===== src/llc_pkg.sv =====
/* LLC shared definitions
   Cache geometry, enums and channel structs for the last-level cache core */

package llc_pkg;

    // 16 sets of 4 ways with one 32-bit word per line
    localparam int LLC_SETS  = 16;
    localparam int LLC_WAYS  = 4;
    localparam int SET_BITS  = 4;
    localparam int WAY_BITS  = 2;
    localparam int TAG_BITS  = 8;
    localparam int ADDR_BITS = 12;
    localparam int LINE_BITS = 32;

    typedef enum logic {
        OP_READ,
        OP_WRITE
    } llc_op_e;

    typedef enum logic [1:0] {
        ST_INVALID,
        ST_VALID,
        ST_DIRTY
    } llc_line_state_e;

    typedef enum logic [2:0] {
        PH_RESET,
        PH_DECODE,
        PH_READ_SET,
        PH_LOOKUP,
        PH_PROCESS,
        PH_UPDATE
    } llc_phase_e;

    // Requester channels
    typedef struct packed {
        llc_op_e                op;
        logic [ADDR_BITS-1:0]   addr;
        logic [LINE_BITS-1:0]   data;
    } llc_req_t;

    typedef struct packed {
        logic [LINE_BITS-1:0]   data;
    } llc_rsp_t;

    // Main memory channels
    typedef struct packed {
        llc_op_e                op;
        logic [ADDR_BITS-1:0]   addr;
        logic [LINE_BITS-1:0]   data;
    } llc_mem_req_t;

    typedef struct packed {
        logic [LINE_BITS-1:0]   data;
    } llc_mem_rsp_t;

    // Contents of one way
    typedef struct packed {
        llc_line_state_e        state;
        logic [TAG_BITS-1:0]    tag;
        logic [LINE_BITS-1:0]   line;
    } llc_way_entry_t;

endpackage

===== src/llc_core.sv =====
/* LLC core top level
   Phase-sequenced write-back cache; owns the phase FSM and the reset flush */

`timescale 1ns/1ns

module llc_core import llc_pkg::*; (
    input  logic            clk,
    input  logic            rst,
    input  logic            req_valid_i,
    input  llc_req_t        req_i,
    output logic            req_ready_o,
    output logic            rsp_valid_o,
    output llc_rsp_t        rsp_o,
    input  logic            rsp_ready_i,
    output logic            mem_req_valid_o,
    output llc_mem_req_t    mem_req_o,
    input  logic            mem_req_ready_i,
    input  logic            mem_rsp_valid_i,
    input  llc_mem_rsp_t    mem_rsp_i,
    output logic            mem_rsp_ready_o
);

    llc_phase_e                     phase, phase_next;
    logic [SET_BITS-1:0]            flush_set;

    logic                           decode_en, rd_en, load_en;
    logic                           lookup_en, process_en, update_en;
    logic                           process_done, rsp_pending;

    llc_req_t                       req_q;
    logic [SET_BITS-1:0]            set;
    logic [TAG_BITS-1:0]            tag;

    llc_way_entry_t [LLC_WAYS-1:0]  rd_ways, buf_ways;
    logic [WAY_BITS-1:0]            rd_evict_way, buf_evict_way;
    logic                           hit;
    logic [WAY_BITS-1:0]            way;

    logic                           proc_wr_en;
    logic [SET_BITS-1:0]            proc_wr_set;
    logic [WAY_BITS-1:0]            proc_wr_way;
    llc_way_entry_t                 proc_wr_entry;
    logic [WAY_BITS-1:0]            proc_wr_evict_way;

    logic                           lm_wr_en, lm_clr_all;
    logic [SET_BITS-1:0]            lm_wr_set;
    logic [WAY_BITS-1:0]            lm_wr_evict_way;

    always_ff @(posedge clk or negedge rst) begin
        if (!rst) begin
            phase     <= PH_RESET;
            flush_set <= '0;
        end else begin
            phase <= phase_next;
            if (phase == PH_RESET)
                flush_set <= flush_set + 1'b1;
        end
    end

    always_comb begin
        phase_next = phase;
        case (phase)
            PH_RESET:    if (flush_set == SET_BITS'(LLC_SETS - 1)) phase_next = PH_DECODE;
            PH_DECODE:   if (req_valid_i && req_ready_o) phase_next = PH_READ_SET;
            PH_READ_SET: phase_next = PH_LOOKUP;
            PH_LOOKUP:   phase_next = PH_PROCESS;
            PH_PROCESS:  if (process_done) phase_next = PH_UPDATE;
            PH_UPDATE:   phase_next = PH_DECODE;
            default:     phase_next = PH_RESET;
        endcase
    end

    assign decode_en  = (phase == PH_DECODE);
    assign load_en    = (phase == PH_READ_SET);
    assign lookup_en  = (phase == PH_LOOKUP);
    assign process_en = (phase == PH_PROCESS);
    assign update_en  = (phase == PH_UPDATE);

    // Set read issued in the accepting cycle
    assign rd_en = decode_en && req_valid_i && req_ready_o;

    // Flush owns the write port until decode starts
    assign lm_wr_en        = (phase == PH_RESET) ? 1'b1 : proc_wr_en;
    assign lm_clr_all      = (phase == PH_RESET);
    assign lm_wr_set       = (phase == PH_RESET) ? flush_set : proc_wr_set;
    assign lm_wr_evict_way = (phase == PH_RESET) ? '0 : proc_wr_evict_way;

    llc_input_decoder input_decoder_u (
        .clk            (clk),
        .rst            (rst),
        .decode_en_i    (decode_en),
        .rsp_pending_i  (rsp_pending),
        .req_valid_i    (req_valid_i),
        .req_i          (req_i),
        .req_ready_o    (req_ready_o),
        .req_o          (req_q),
        .set_o          (set),
        .tag_o          (tag)
    );

    llc_localmem localmem_u (
        .clk            (clk),
        .rd_en_i        (rd_en),
        .rd_set_i       (set),
        .rd_ways_o      (rd_ways),
        .rd_evict_way_o (rd_evict_way),
        .wr_en_i        (lm_wr_en),
        .wr_set_i       (lm_wr_set),
        .wr_way_i       (proc_wr_way),
        .wr_entry_i     (proc_wr_entry),
        .wr_evict_way_i (lm_wr_evict_way),
        .clr_all_way_i  (lm_clr_all)
    );

    llc_bufs bufs_u (
        .clk            (clk),
        .rst            (rst),
        .load_i         (load_en),
        .ways_i         (rd_ways),
        .evict_way_i    (rd_evict_way),
        .ways_o         (buf_ways),
        .evict_way_o    (buf_evict_way)
    );

    llc_lookup_way lookup_way_u (
        .clk            (clk),
        .rst            (rst),
        .lookup_en_i    (lookup_en),
        .tag_i          (tag),
        .ways_i         (buf_ways),
        .evict_way_i    (buf_evict_way),
        .hit_o          (hit),
        .way_o          (way)
    );

    llc_process_request process_request_u (
        .clk             (clk),
        .rst             (rst),
        .process_en_i    (process_en),
        .update_en_i     (update_en),
        .req_i           (req_q),
        .set_i           (set),
        .hit_i           (hit),
        .way_i           (way),
        .ways_i          (buf_ways),
        .evict_way_i     (buf_evict_way),
        .mem_req_valid_o (mem_req_valid_o),
        .mem_req_o       (mem_req_o),
        .mem_req_ready_i (mem_req_ready_i),
        .mem_rsp_valid_i (mem_rsp_valid_i),
        .mem_rsp_i       (mem_rsp_i),
        .mem_rsp_ready_o (mem_rsp_ready_o),
        .process_done_o  (process_done),
        .wr_en_o         (proc_wr_en),
        .wr_set_o        (proc_wr_set),
        .wr_way_o        (proc_wr_way),
        .wr_entry_o      (proc_wr_entry),
        .wr_evict_way_o  (proc_wr_evict_way),
        .rsp_valid_o     (rsp_valid_o),
        .rsp_o           (rsp_o),
        .rsp_ready_i     (rsp_ready_i),
        .rsp_pending_o   (rsp_pending)
    );

endmodule


===== src/llc_process_request.sv =====
/* LLC request processor
   Hit/miss handling with write-back and fill traffic, array update and response */

`timescale 1ns/1ns

module llc_process_request import llc_pkg::*; (
    input  logic                            clk,
    input  logic                            rst,
    input  logic                            process_en_i,
    input  logic                            update_en_i,
    input  llc_req_t                        req_i,
    input  logic [SET_BITS-1:0]             set_i,
    input  logic                            hit_i,
    input  logic [WAY_BITS-1:0]             way_i,
    input  llc_way_entry_t [LLC_WAYS-1:0]   ways_i,
    input  logic [WAY_BITS-1:0]             evict_way_i,
    output logic                            mem_req_valid_o,
    output llc_mem_req_t                    mem_req_o,
    input  logic                            mem_req_ready_i,
    input  logic                            mem_rsp_valid_i,
    input  llc_mem_rsp_t                    mem_rsp_i,
    output logic                            mem_rsp_ready_o,
    output logic                            process_done_o,
    output logic                            wr_en_o,
    output logic [SET_BITS-1:0]             wr_set_o,
    output logic [WAY_BITS-1:0]             wr_way_o,
    output llc_way_entry_t                  wr_entry_o,
    output logic [WAY_BITS-1:0]             wr_evict_way_o,
    output logic                            rsp_valid_o,
    output llc_rsp_t                        rsp_o,
    input  logic                            rsp_ready_i,
    output logic                            rsp_pending_o
);

    typedef enum logic [1:0] {
        PS_IDLE,
        PS_WRITEBACK,
        PS_FILL_REQ,
        PS_FILL_WAIT
    } proc_state_e;

    proc_state_e            state, state_next;
    llc_way_entry_t         cur_entry;
    logic                   is_write, cur_dirty;
    logic [LINE_BITS-1:0]   fill_line, new_line;

    // Hit way on a hit, pointer victim on a miss
    assign cur_entry = ways_i[way_i];
    assign is_write  = (req_i.op == OP_WRITE);
    assign cur_dirty = (cur_entry.state == ST_DIRTY);

    always_ff @(posedge clk or negedge rst) begin
        if (!rst) begin
            state <= PS_IDLE;
        end else begin
            state <= state_next;
        end
    end

    always_comb begin
        state_next      = state;
        process_done_o  = 1'b0;
        mem_req_valid_o = 1'b0;
        mem_req_o       = '0;
        mem_rsp_ready_o = 1'b0;
        case (state)
            PS_IDLE: begin
                if (process_en_i) begin
                    if (hit_i || (is_write && !cur_dirty)) begin
                        process_done_o = 1'b1;
                    end else if (cur_dirty) begin
                        state_next = PS_WRITEBACK;
                    end else begin
                        state_next = PS_FILL_REQ;
                    end
                end
            end
            PS_WRITEBACK: begin
                mem_req_valid_o = 1'b1;
                mem_req_o = '{op: OP_WRITE, addr: {cur_entry.tag, set_i}, data: cur_entry.line};
                if (mem_req_ready_i) begin
                    if (is_write) begin
                        process_done_o = 1'b1;
                        state_next     = PS_IDLE;
                    end else begin
                        state_next = PS_FILL_REQ;
                    end
                end
            end
            PS_FILL_REQ: begin
                mem_req_valid_o = 1'b1;
                mem_req_o = '{op: OP_READ, addr: req_i.addr, data: '0};
                if (mem_req_ready_i)
                    state_next = PS_FILL_WAIT;
            end
            PS_FILL_WAIT: begin
                mem_rsp_ready_o = 1'b1;
                if (mem_rsp_valid_i) begin
                    process_done_o = 1'b1;
                    state_next     = PS_IDLE;
                end
            end
            default: state_next = PS_IDLE;
        endcase
    end

    always_ff @(posedge clk) begin
        if (state == PS_FILL_WAIT && mem_rsp_valid_i) begin
            fill_line <= mem_rsp_i.data;
        end
    end

    assign new_line = is_write ? req_i.data : (hit_i ? cur_entry.line : fill_line);

    // Array write during the update phase
    assign wr_en_o    = update_en_i;
    assign wr_set_o   = set_i;
    assign wr_way_o   = way_i;
    assign wr_entry_o = '{state: is_write ? ST_DIRTY : ST_VALID,
                          tag:   req_i.addr[ADDR_BITS-1:SET_BITS],
                          line:  new_line};
    // Pointer moves only on a miss
    assign wr_evict_way_o = hit_i ? evict_way_i : evict_way_i + 1'b1;

    always_ff @(posedge clk or negedge rst) begin
        if (!rst) begin
            rsp_valid_o <= 1'b0;
        end else if (update_en_i) begin
            rsp_valid_o <= 1'b1;
        end else if (rsp_valid_o && rsp_ready_i) begin
            rsp_valid_o <= 1'b0;
        end
    end

    always_ff @(posedge clk) begin
        if (update_en_i) begin
            rsp_o.data <= new_line;
        end
    end

    assign rsp_pending_o = rsp_valid_o;

endmodule


===== src/llc_lookup_way.sv =====
/* LLC way lookup
   Tag match over the buffered set, falling back to the round-robin victim */

`timescale 1ns/1ns

module llc_lookup_way import llc_pkg::*; (
    input  logic                            clk,
    input  logic                            rst,
    input  logic                            lookup_en_i,
    input  logic [TAG_BITS-1:0]             tag_i,
    input  llc_way_entry_t [LLC_WAYS-1:0]   ways_i,
    input  logic [WAY_BITS-1:0]             evict_way_i,
    output logic                            hit_o,
    output logic [WAY_BITS-1:0]             way_o
);

    logic                   hit_c;
    logic [WAY_BITS-1:0]    hit_way_c;

    always_comb begin
        hit_c     = 1'b0;
        hit_way_c = '0;
        for (int w = 0; w < LLC_WAYS; w++) begin
            if (ways_i[w].state != ST_INVALID && ways_i[w].tag == tag_i) begin
                hit_c     = 1'b1;
                hit_way_c = WAY_BITS'(w);
            end
        end
    end

    always_ff @(posedge clk or negedge rst) begin
        if (!rst) begin
            hit_o <= 1'b0;
            way_o <= '0;
        end else if (lookup_en_i) begin
            hit_o <= hit_c;
            way_o <= hit_c ? hit_way_c : evict_way_i;
        end
    end

endmodule


===== src/llc_bufs.sv =====
/* LLC set buffers
   Holds the current set's ways and eviction pointer for lookup and processing */

`timescale 1ns/1ns

module llc_bufs import llc_pkg::*; (
    input  logic                            clk,
    input  logic                            rst,
    input  logic                            load_i,
    input  llc_way_entry_t [LLC_WAYS-1:0]   ways_i,
    input  logic [WAY_BITS-1:0]             evict_way_i,
    output llc_way_entry_t [LLC_WAYS-1:0]   ways_o,
    output logic [WAY_BITS-1:0]             evict_way_o
);

    always_ff @(posedge clk or negedge rst) begin
        if (!rst) begin
            evict_way_o <= '0;
        end else if (load_i) begin
            evict_way_o <= evict_way_i;
        end
    end

    // Copy of the set so the arrays are free for the update write
    always_ff @(posedge clk) begin
        if (load_i) begin
            ways_o <= ways_i;
        end
    end

endmodule


===== src/llc_localmem.sv =====
/* LLC local arrays
   Per-set way entries and round-robin pointers with registered read */

`timescale 1ns/1ns

module llc_localmem import llc_pkg::*; (
    input  logic                            clk,
    input  logic                            rd_en_i,
    input  logic [SET_BITS-1:0]             rd_set_i,
    output llc_way_entry_t [LLC_WAYS-1:0]   rd_ways_o,
    output logic [WAY_BITS-1:0]             rd_evict_way_o,
    input  logic                            wr_en_i,
    input  logic [SET_BITS-1:0]             wr_set_i,
    input  logic [WAY_BITS-1:0]             wr_way_i,
    input  llc_way_entry_t                  wr_entry_i,
    input  logic [WAY_BITS-1:0]             wr_evict_way_i,
    input  logic                            clr_all_way_i
);

    llc_way_entry_t [LLC_WAYS-1:0]  set_mem   [LLC_SETS];
    logic [WAY_BITS-1:0]            evict_mem [LLC_SETS];

    // Whole set in one read
    always_ff @(posedge clk) begin
        if (rd_en_i) begin
            rd_ways_o      <= set_mem[rd_set_i];
            rd_evict_way_o <= evict_mem[rd_set_i];
        end
    end

    always_ff @(posedge clk) begin
        if (wr_en_i) begin
            if (clr_all_way_i) begin
                for (int w = 0; w < LLC_WAYS; w++) begin
                    set_mem[wr_set_i][w] <= '{state: ST_INVALID, tag: '0, line: '0};
                end
            end else begin
                set_mem[wr_set_i][wr_way_i] <= wr_entry_i;
            end
            evict_mem[wr_set_i] <= wr_evict_way_i;
        end
    end

endmodule


===== src/llc_input_decoder.sv =====
/* LLC input decoder
   Accepts one request per decode phase and splits its line address */

`timescale 1ns/1ns

module llc_input_decoder import llc_pkg::*; (
    input  logic                clk,
    input  logic                rst,
    input  logic                decode_en_i,
    input  logic                rsp_pending_i,
    input  logic                req_valid_i,
    input  llc_req_t            req_i,
    output logic                req_ready_o,
    output llc_req_t            req_o,
    output logic [SET_BITS-1:0] set_o,
    output logic [TAG_BITS-1:0] tag_o
);

    logic accept;

    // No new request while the previous response waits
    assign req_ready_o = decode_en_i && !rsp_pending_i;
    assign accept      = req_valid_i && req_ready_o;

    always_ff @(posedge clk or negedge rst) begin
        if (!rst) begin
            req_o <= '0;
        end else if (accept) begin
            req_o <= req_i;
        end
    end

    // Incoming set feeds the array read during decode
    assign set_o = decode_en_i ? req_i.addr[SET_BITS-1:0] : req_o.addr[SET_BITS-1:0];
    assign tag_o = req_o.addr[ADDR_BITS-1:SET_BITS];

endmodule


===== config.mk =====
export PLATFORM = sky130hd
export DESIGN_NAME = llc_core
export DESIGN_NICKNAME = d
export VERILOG_FILES = /design/src/llc_pkg.sv /design/src/llc_core.sv /design/src/llc_process_request.sv /design/src/llc_lookup_way.sv /design/src/llc_bufs.sv /design/src/llc_localmem.sv /design/src/llc_input_decoder.sv
export SDC_FILE = /design/constraint.sdc
export NUM_CORES = 2
export LEC_CHECK = 0
export ABC_CLOCK_PERIOD_IN_PS = 15100
export BUFFER_PORTS_ARGS = -buffer_cell sky130_fd_sc_hd__buf_2
export CORE_AREA = 8 8 437 524
export CTS_CLUSTER_SIZE = 30
export DETAILED_ROUTE_END_ITERATION = 10
export DIE_AREA = 0 0 445 532
export PLACE_DENSITY = 0.75
export SLEW_MARGIN = 25
export SYNTH_ARGS = -nofsm -noshare
export SYNTH_HDL_FRONTEND = slang
export SYNTH_SLANG_ARGS = --single-unit

===== constraint.sdc =====
create_clock -name clk -period 15.1 [get_ports clk]
set_input_delay 2.265 -clock clk [delete_from_list [all_inputs] [get_ports clk]]
set_output_delay 2.265 -clock clk [all_outputs]
set_load 0.01 [all_outputs]

[After elaboration in Yosys (flattened, before gate mapping)]
Memory sizes are Yosys's and may differ from the RTL's. A register that Yosys moved wholly into a read port is not among the register bits.
Index checks and enable logic that the tools add are counted.
Storage, ports and cells
  bits in registers: 292
  bits in latches: 0
  bits in writable memories: 2720
  ROM bits: 0
  input bits: 83
  output and inout port bits: 81
  word-level logic and storage cells: 464
  memories: 2
Operators by class
  $add $sub $neg: 2
  multipliers: 0
  div/mod/pow operators: 0
  $lt $le $gt $ge: 2
  equality and inequality tests: 22
  shift operators: 0
  muxes and demuxes: 219
  bitwise gates (word level): 168
  reduce and logical (&&, ||, !) cells: 25
Memories
  localmem_u.set_mem: words 16, bits a word 168, read ports 1, clocked after memory_dff 1, wr ports 1, line llc_localmem.sv:20  | llc_way_entry_t [LLC_WAYS-1:0] set_mem [LLC_SETS];
  localmem_u.evict_mem: words 16, bits a word 2, read ports 1, clocked after memory_dff 1, wr ports 1, line llc_localmem.sv:21  | logic [WAY_BITS-1:0] evict_mem [LLC_SETS];
Operator list (count)
  $mux W1: 190
  $mux W168: 1
  $or A1 B1 Y1: 168
  $pmux W45 S2: 1
  $bmux W42 S2: 1
  $demux W42 S2: 1
  $mux W42: 2
  $mux W32: 2
  $eq A8 B8 Y1: 4
  $mux W2: 13
  $pmux W3 S6: 1
  $logic_and A1 B1 Y1: 12
  $ne A2 B2 Y1 const B: 5
  $reduce_bool A2 Y1: 5
  $mux W3: 3
  $mux W4: 2
  $pmux W2 S4: 1
  $eq A2 B2 Y1 const B: 3
  $eq A3 B2 Y1 const B: 2
  $eq A3 B3 Y1 const B: 2
  $ne A2 B1 Y1 const B: 3
  $reduce_and A5 Y1: 1
  $add A4 B1 Y4 const B: 1
  $eq A4 B4 Y1 const B: 1
  other kinds (12): 13

[Longest topological paths before layout]
  word-level depth: 11
  gate-level depth with buffers: 12
  mapped depth without buffers: 7

[Cells and area by module]
From an unflattened synthesis, not the netlist that was laid out.
Unflattened totals
  cell total of the unflattened synthesis: 5484
  area, all modules: 121255.0 um^2
By module, submodules not included
  llc_localmem: instances 1, cells each 4774, area an instance 108746.8 um^2, seq. area each 86783.2 um^2
  llc_bufs: instances 1, cells each 172, area an instance 5117.4 um^2, seq. area each 5094.9 um^2
  llc_process_request: instances 1, cells each 330, area an instance 4400.5 um^2, seq. area each 1996.9 um^2
  llc_input_decoder: instances 1, cells each 109, area an instance 1996.9 um^2, seq. area each 1126.1 um^2
  llc_lookup_way: instances 1, cells each 61, area an instance 535.5 um^2, seq. area each 75.1 um^2
  llc_core: instances 1, cells each 38, area an instance 457.9 um^2, seq. area each 175.2 um^2

[Worst setup path after synthesis]
No wires, ideal clock.
  kind: register -> register
  start: register phase[2]
  end: register bufs_u.evict_way_o[1]
  data arrival time: 14.507 ns
  data required time: 14.972 ns
  setup slack: 0.465 ns
  stages on the path, launching flop included: 4
  period minus slack after synthesis: 14.635 ns
  path through: dfrtp_1 > clkbuf_1 > nor3b_1 > mux2_2
On the way
  cells in the longest elaborated chain, start to end: 1
Ends and longest elaborated chain
  from (decl): line llc_core.sv:23  | llc_phase_e phase, phase_next;
  from (signal assigned): line llc_core.sv:54  | phase <= phase_next;
  $eq A3 B2 Y1: line llc_core.sv:74  | assign load_en = (phase == PH_READ_SET);
  to (signal assigned): line llc_bufs.sv:20  | evict_way_o <= evict_way_i;
  to (decl): line llc_bufs.sv:13  | output logic [WAY_BITS-1:0] evict_way_o
Every way passes these cells.
A chain may end at the register's enable or synchronous reset.

==> run summary <==
From bottom edge to top edge, the die measures 532 um. The power density of the placed cells is 228 mW/mm^2. The shortest period the worst path allows is 7.01 ns. Clock skew on the completed layout was measured at 0.0919 ns. The commonest non-fill, non-tap cell in the layout is sky130_fd_sc_hd__edfxtp_1. The chip width came out at 445 um. The post-synth net total is 8171.

The worst pin sits at a relative slew slack of 19.9%. The worst setup path is captured at an output port. The mean instance size in the synthesized netlist is 15.2 um^2. The number of global-route vias before repair is 73518. The number of enable flip-flop cells after synthesis came out at 3122. The floorplan die area came out at 0.237 mm^2. The global route total overflow came out at 0. The effective utilization at floorplan is 55.6%.

CTS built an H-tree with a depth of 5. Of the available clock period, the critical path in the final layout requires 46.4%. In this run, CTS created clock tree buffers numbering 312. The number of different library cells in the post-synthesis netlist came out at 55.

The number of antenna violations at the first check in global routing is 40. The critical path startpoint category is an input port. For this run, the top clock speed supported by timing is 143 MHz. The final net count came out at 8340. In this run, the number of DRC markers left after iteration 0 of detailed routing was 11443.

The maximum clock insertion buffer count is 4. Once placement completed, the tool counted placed cells totaling 10897. The placed wire-length estimate after detailed placement is 201000 um.

After detailed routing, the average wire length per cell comes to 31.7 um. The type of the worst setup path is in -> out. The buffers inserted during post-CTS setup optimization came out at 0.

For the pin with the worst max-slew slack, the measured transition is 1.20 ns. Setup repair after global routing left no endpoint under its margin. Among all flip-flop cells after synthesis, the most frequent one is sky130_fd_sc_hd__edfxtp_1. The standard-cell row count is 189. The combined flip-flop and latch cell area is 0.0953 mm^2.

The post-cts resize count came out at 0. The proportion of synthesized flip-flops having asynchronous set or reset came out at 1.89%. The final standard cell count with taps included and fillers excluded is 11461. The total wire length came out at 364000 um. The clock transition at the registers of the reported paths is 0.07 ns. The number of setup violations in the final report came out at 0. In the routed layout, each cell is associated on average with a via count of 6.54. The count of mapped cells out of synthesis is 8082.

The total routing resource utilization after global routing is 29.8%. For this block, the via count after detailed routing is 74968. The area of the placeable core is 0.220 mm^2. In the final layout, the multi-input gates occupy 0.0260 mm^2. The number of top-level pins came out at 164. The count of nets left with antenna violations once routing finished came out at 0. The remaining design rule violation count is 0. Summing every instance area after synthesis gives 0.123 mm^2. The run finished with clean final reports. The maximum number of pins on one net before global-route repair came out at 151. The hold buffer count at cts is 0. The fraction of final layout cells sized beyond drive strength 1 is 12.0%. The total negative setup slack is 0 ns.

The post-synthesis sequential element count is 3182. The worst hold path belongs to the class reg -> reg. The number of warnings printed during yosys synthesis is 0.

The final-report hold violation count is 0. Routability-driven placement finished with a final weighted congestion of 0.879. Max-cap violations in this run came to 0. The number of fill cells is 15253. The maximum VDD drop is 278 uV. The leakage power figure is 47.9 nW.

Of the synthesized area, sequential elements account for 77.7%. The count of final max-slew check failures came out at 0. The number of input and output port buffers inserted came out at 163. The critical-path maximum fanout is 62. The area growth from synthesis to layout is 11.9%.

Data arrives at the worst endpoint at 4.74 ns. In the layout the commonest cells are 3122 x sky130_fd_sc_hd__edfxtp_1, 1744 x sky130_fd_sc_hd__nand2_1, 537 x sky130_fd_sc_hd__mux2i_1. The first-pass GRT wire length is 512000 um.

The first TritonRoute pass finished after 8 iterations. The required time at the worst-slack endpoint is 12.84 ns. The clock net in this run drives a total of 3182 sinks. The tree is rooted in a sky130_fd_sc_hd__clkbuf_16.

The clock tree from TritonCTS is done. The clock latency reported for the late side of the worst-skew pair is 0.97 ns.
==> cells by family (layout without fill, tap and decap cells) <==
logic type                 Yosys count  in the layout  share of synthesized area [%]
adders and majority gates            6              6                         0.0612
AOI/OAI and AO/OA                  920            920                           4.79
DFF                               3182           3182                           77.7
other                                0             26                              0
xor gates and xnor gates            36             36                          0.257
buffers and inverters              530            923                           1.88
and+or+nand+nor                   2779           2779                           9.70
muxes                              629            629                           5.62
==> cell usage after synthesis, drive strengths merged, types with 41 or more instances <==
library cell	n	area, um^2
clkbuf	273	1020
nand2	1752	6580
and2	63	394
or3	53	332
or4	52	390
mux4	41	923
dfrtp	60	1500
inv	41	154
buf	216	1130
mux2i	538	5400
nand3	397	2030
edfxtp	3122	93700
mux2	50	571
a32oi	193	1690
nor3	96	480
a21oi	495	2480
nor2	272	1020
and3	43	269
o22ai	105	657
==> worst paths after layout <==
path                                                start                   endpoint  slack [ns]  depth (start not counted)
max in group asynchronous                             rst  input_decoder_u.req_o[44]       12.60                          2
min in group asynchronous                             rst  input_decoder_u.req_o[35]        1.21                          1
worst min register to register  localmem_u.rd_ways_o[132]         bufs_u.ways_o[132]        0.41                          0
worst max-delay path                            req_i[34]              mem_req_o[34]        8.09                          6
worst max register to register                   phase[2]   localmem_u.rd_ways_o[60]        9.19                         11
worst min-delay path            localmem_u.rd_ways_o[132]         bufs_u.ways_o[132]        0.41                          0
==> metrics by stage <==
stage	hold slack [ns]	util (%)	setup WS (ns)	cell area (um^2)	total power, mW
final	0.413	62.2	8.09	137000	31.2
after floorplan	0.400	-	0.465	123000	18.8
after detailed placement	0.405	57.8	7.77	127000	23.5
after global routing	0.426	62.2	8.03	137000	32.0
after global placement	0.401	57.7	7.96	127000	23.1
after CTS	0.417	62.2	8.16	137000	30.9
==> worst max-delay path, cell delays in order <==
cell and delay, ns:
sky130_fd_sc_hd__buf_2 0.10, sky130_fd_sc_hd__or4b_1 0.18, sky130_fd_sc_hd__o21a_4 0.69, sky130_fd_sc_hd__buf_4 0.86, sky130_fd_sc_hd__a22o_1 0.37, sky130_fd_sc_hd__buf_2 0.17
==> metal layers <==
metal / track usage, % / up-vias / part of all wire (%)
li1: - / 30711 / -
met1: 37.1 / 37073 / 33
met2: 46.8 / 5845 / 46
met3: 7.77 / 1319 / 13
met4: 18.9 / 20 / 7.5
met5: 0 / - / 0.037
==> state kept, by name (all words and copies together) (netlist names) <==
signal	count
localmem_u.set_mem	2688
lookup_way_u.way_o	2
phase	3
localmem_u.evict_mem	32
process_request_u.rsp_pending_o	1
bufs_u.evict_way_o	2
process_request_u.fill_line	32
input_decoder_u.req_o	45
localmem_u.rd_ways_o	168
bufs_u.ways_o	168
process_request_u.rsp_o	32
process_request_u.state	2
localmem_u.rd_evict_way_o	2
flush_set	4
lookup_way_u.hit_o	1
==> where the power goes <==
| group | leakage, nW | total (mW) | switching (mW) | internal (mW) |
|---|---|---|---|---|
| sequential | 29.4 | 12.4 | 0.747 | 11.7 |
| clock | 4.73 | 7.46 | 3.20 | 4.26 |
| combinational | 13.7 | 11.3 | 8.29 | 3.03 |
==> cell type report <==
| class | count | share of cell area [%] |
|---|---|---|
| Antenna cell | 26 | 0.0474 |
| Clock buffer | 382 | 6.05 |
| Clock inverter | 156 | 0.953 |
| Inverter | 41 | 0.118 |
| Multi-Input combinational cell | 4370 | 19.0 |
| Sequential cell | 3182 | 69.5 |
| Tap cell | 2960 | 2.70 |
| Timing Repair Buffer | 344 | 1.69 |
(Power assumes the default switching activity.)
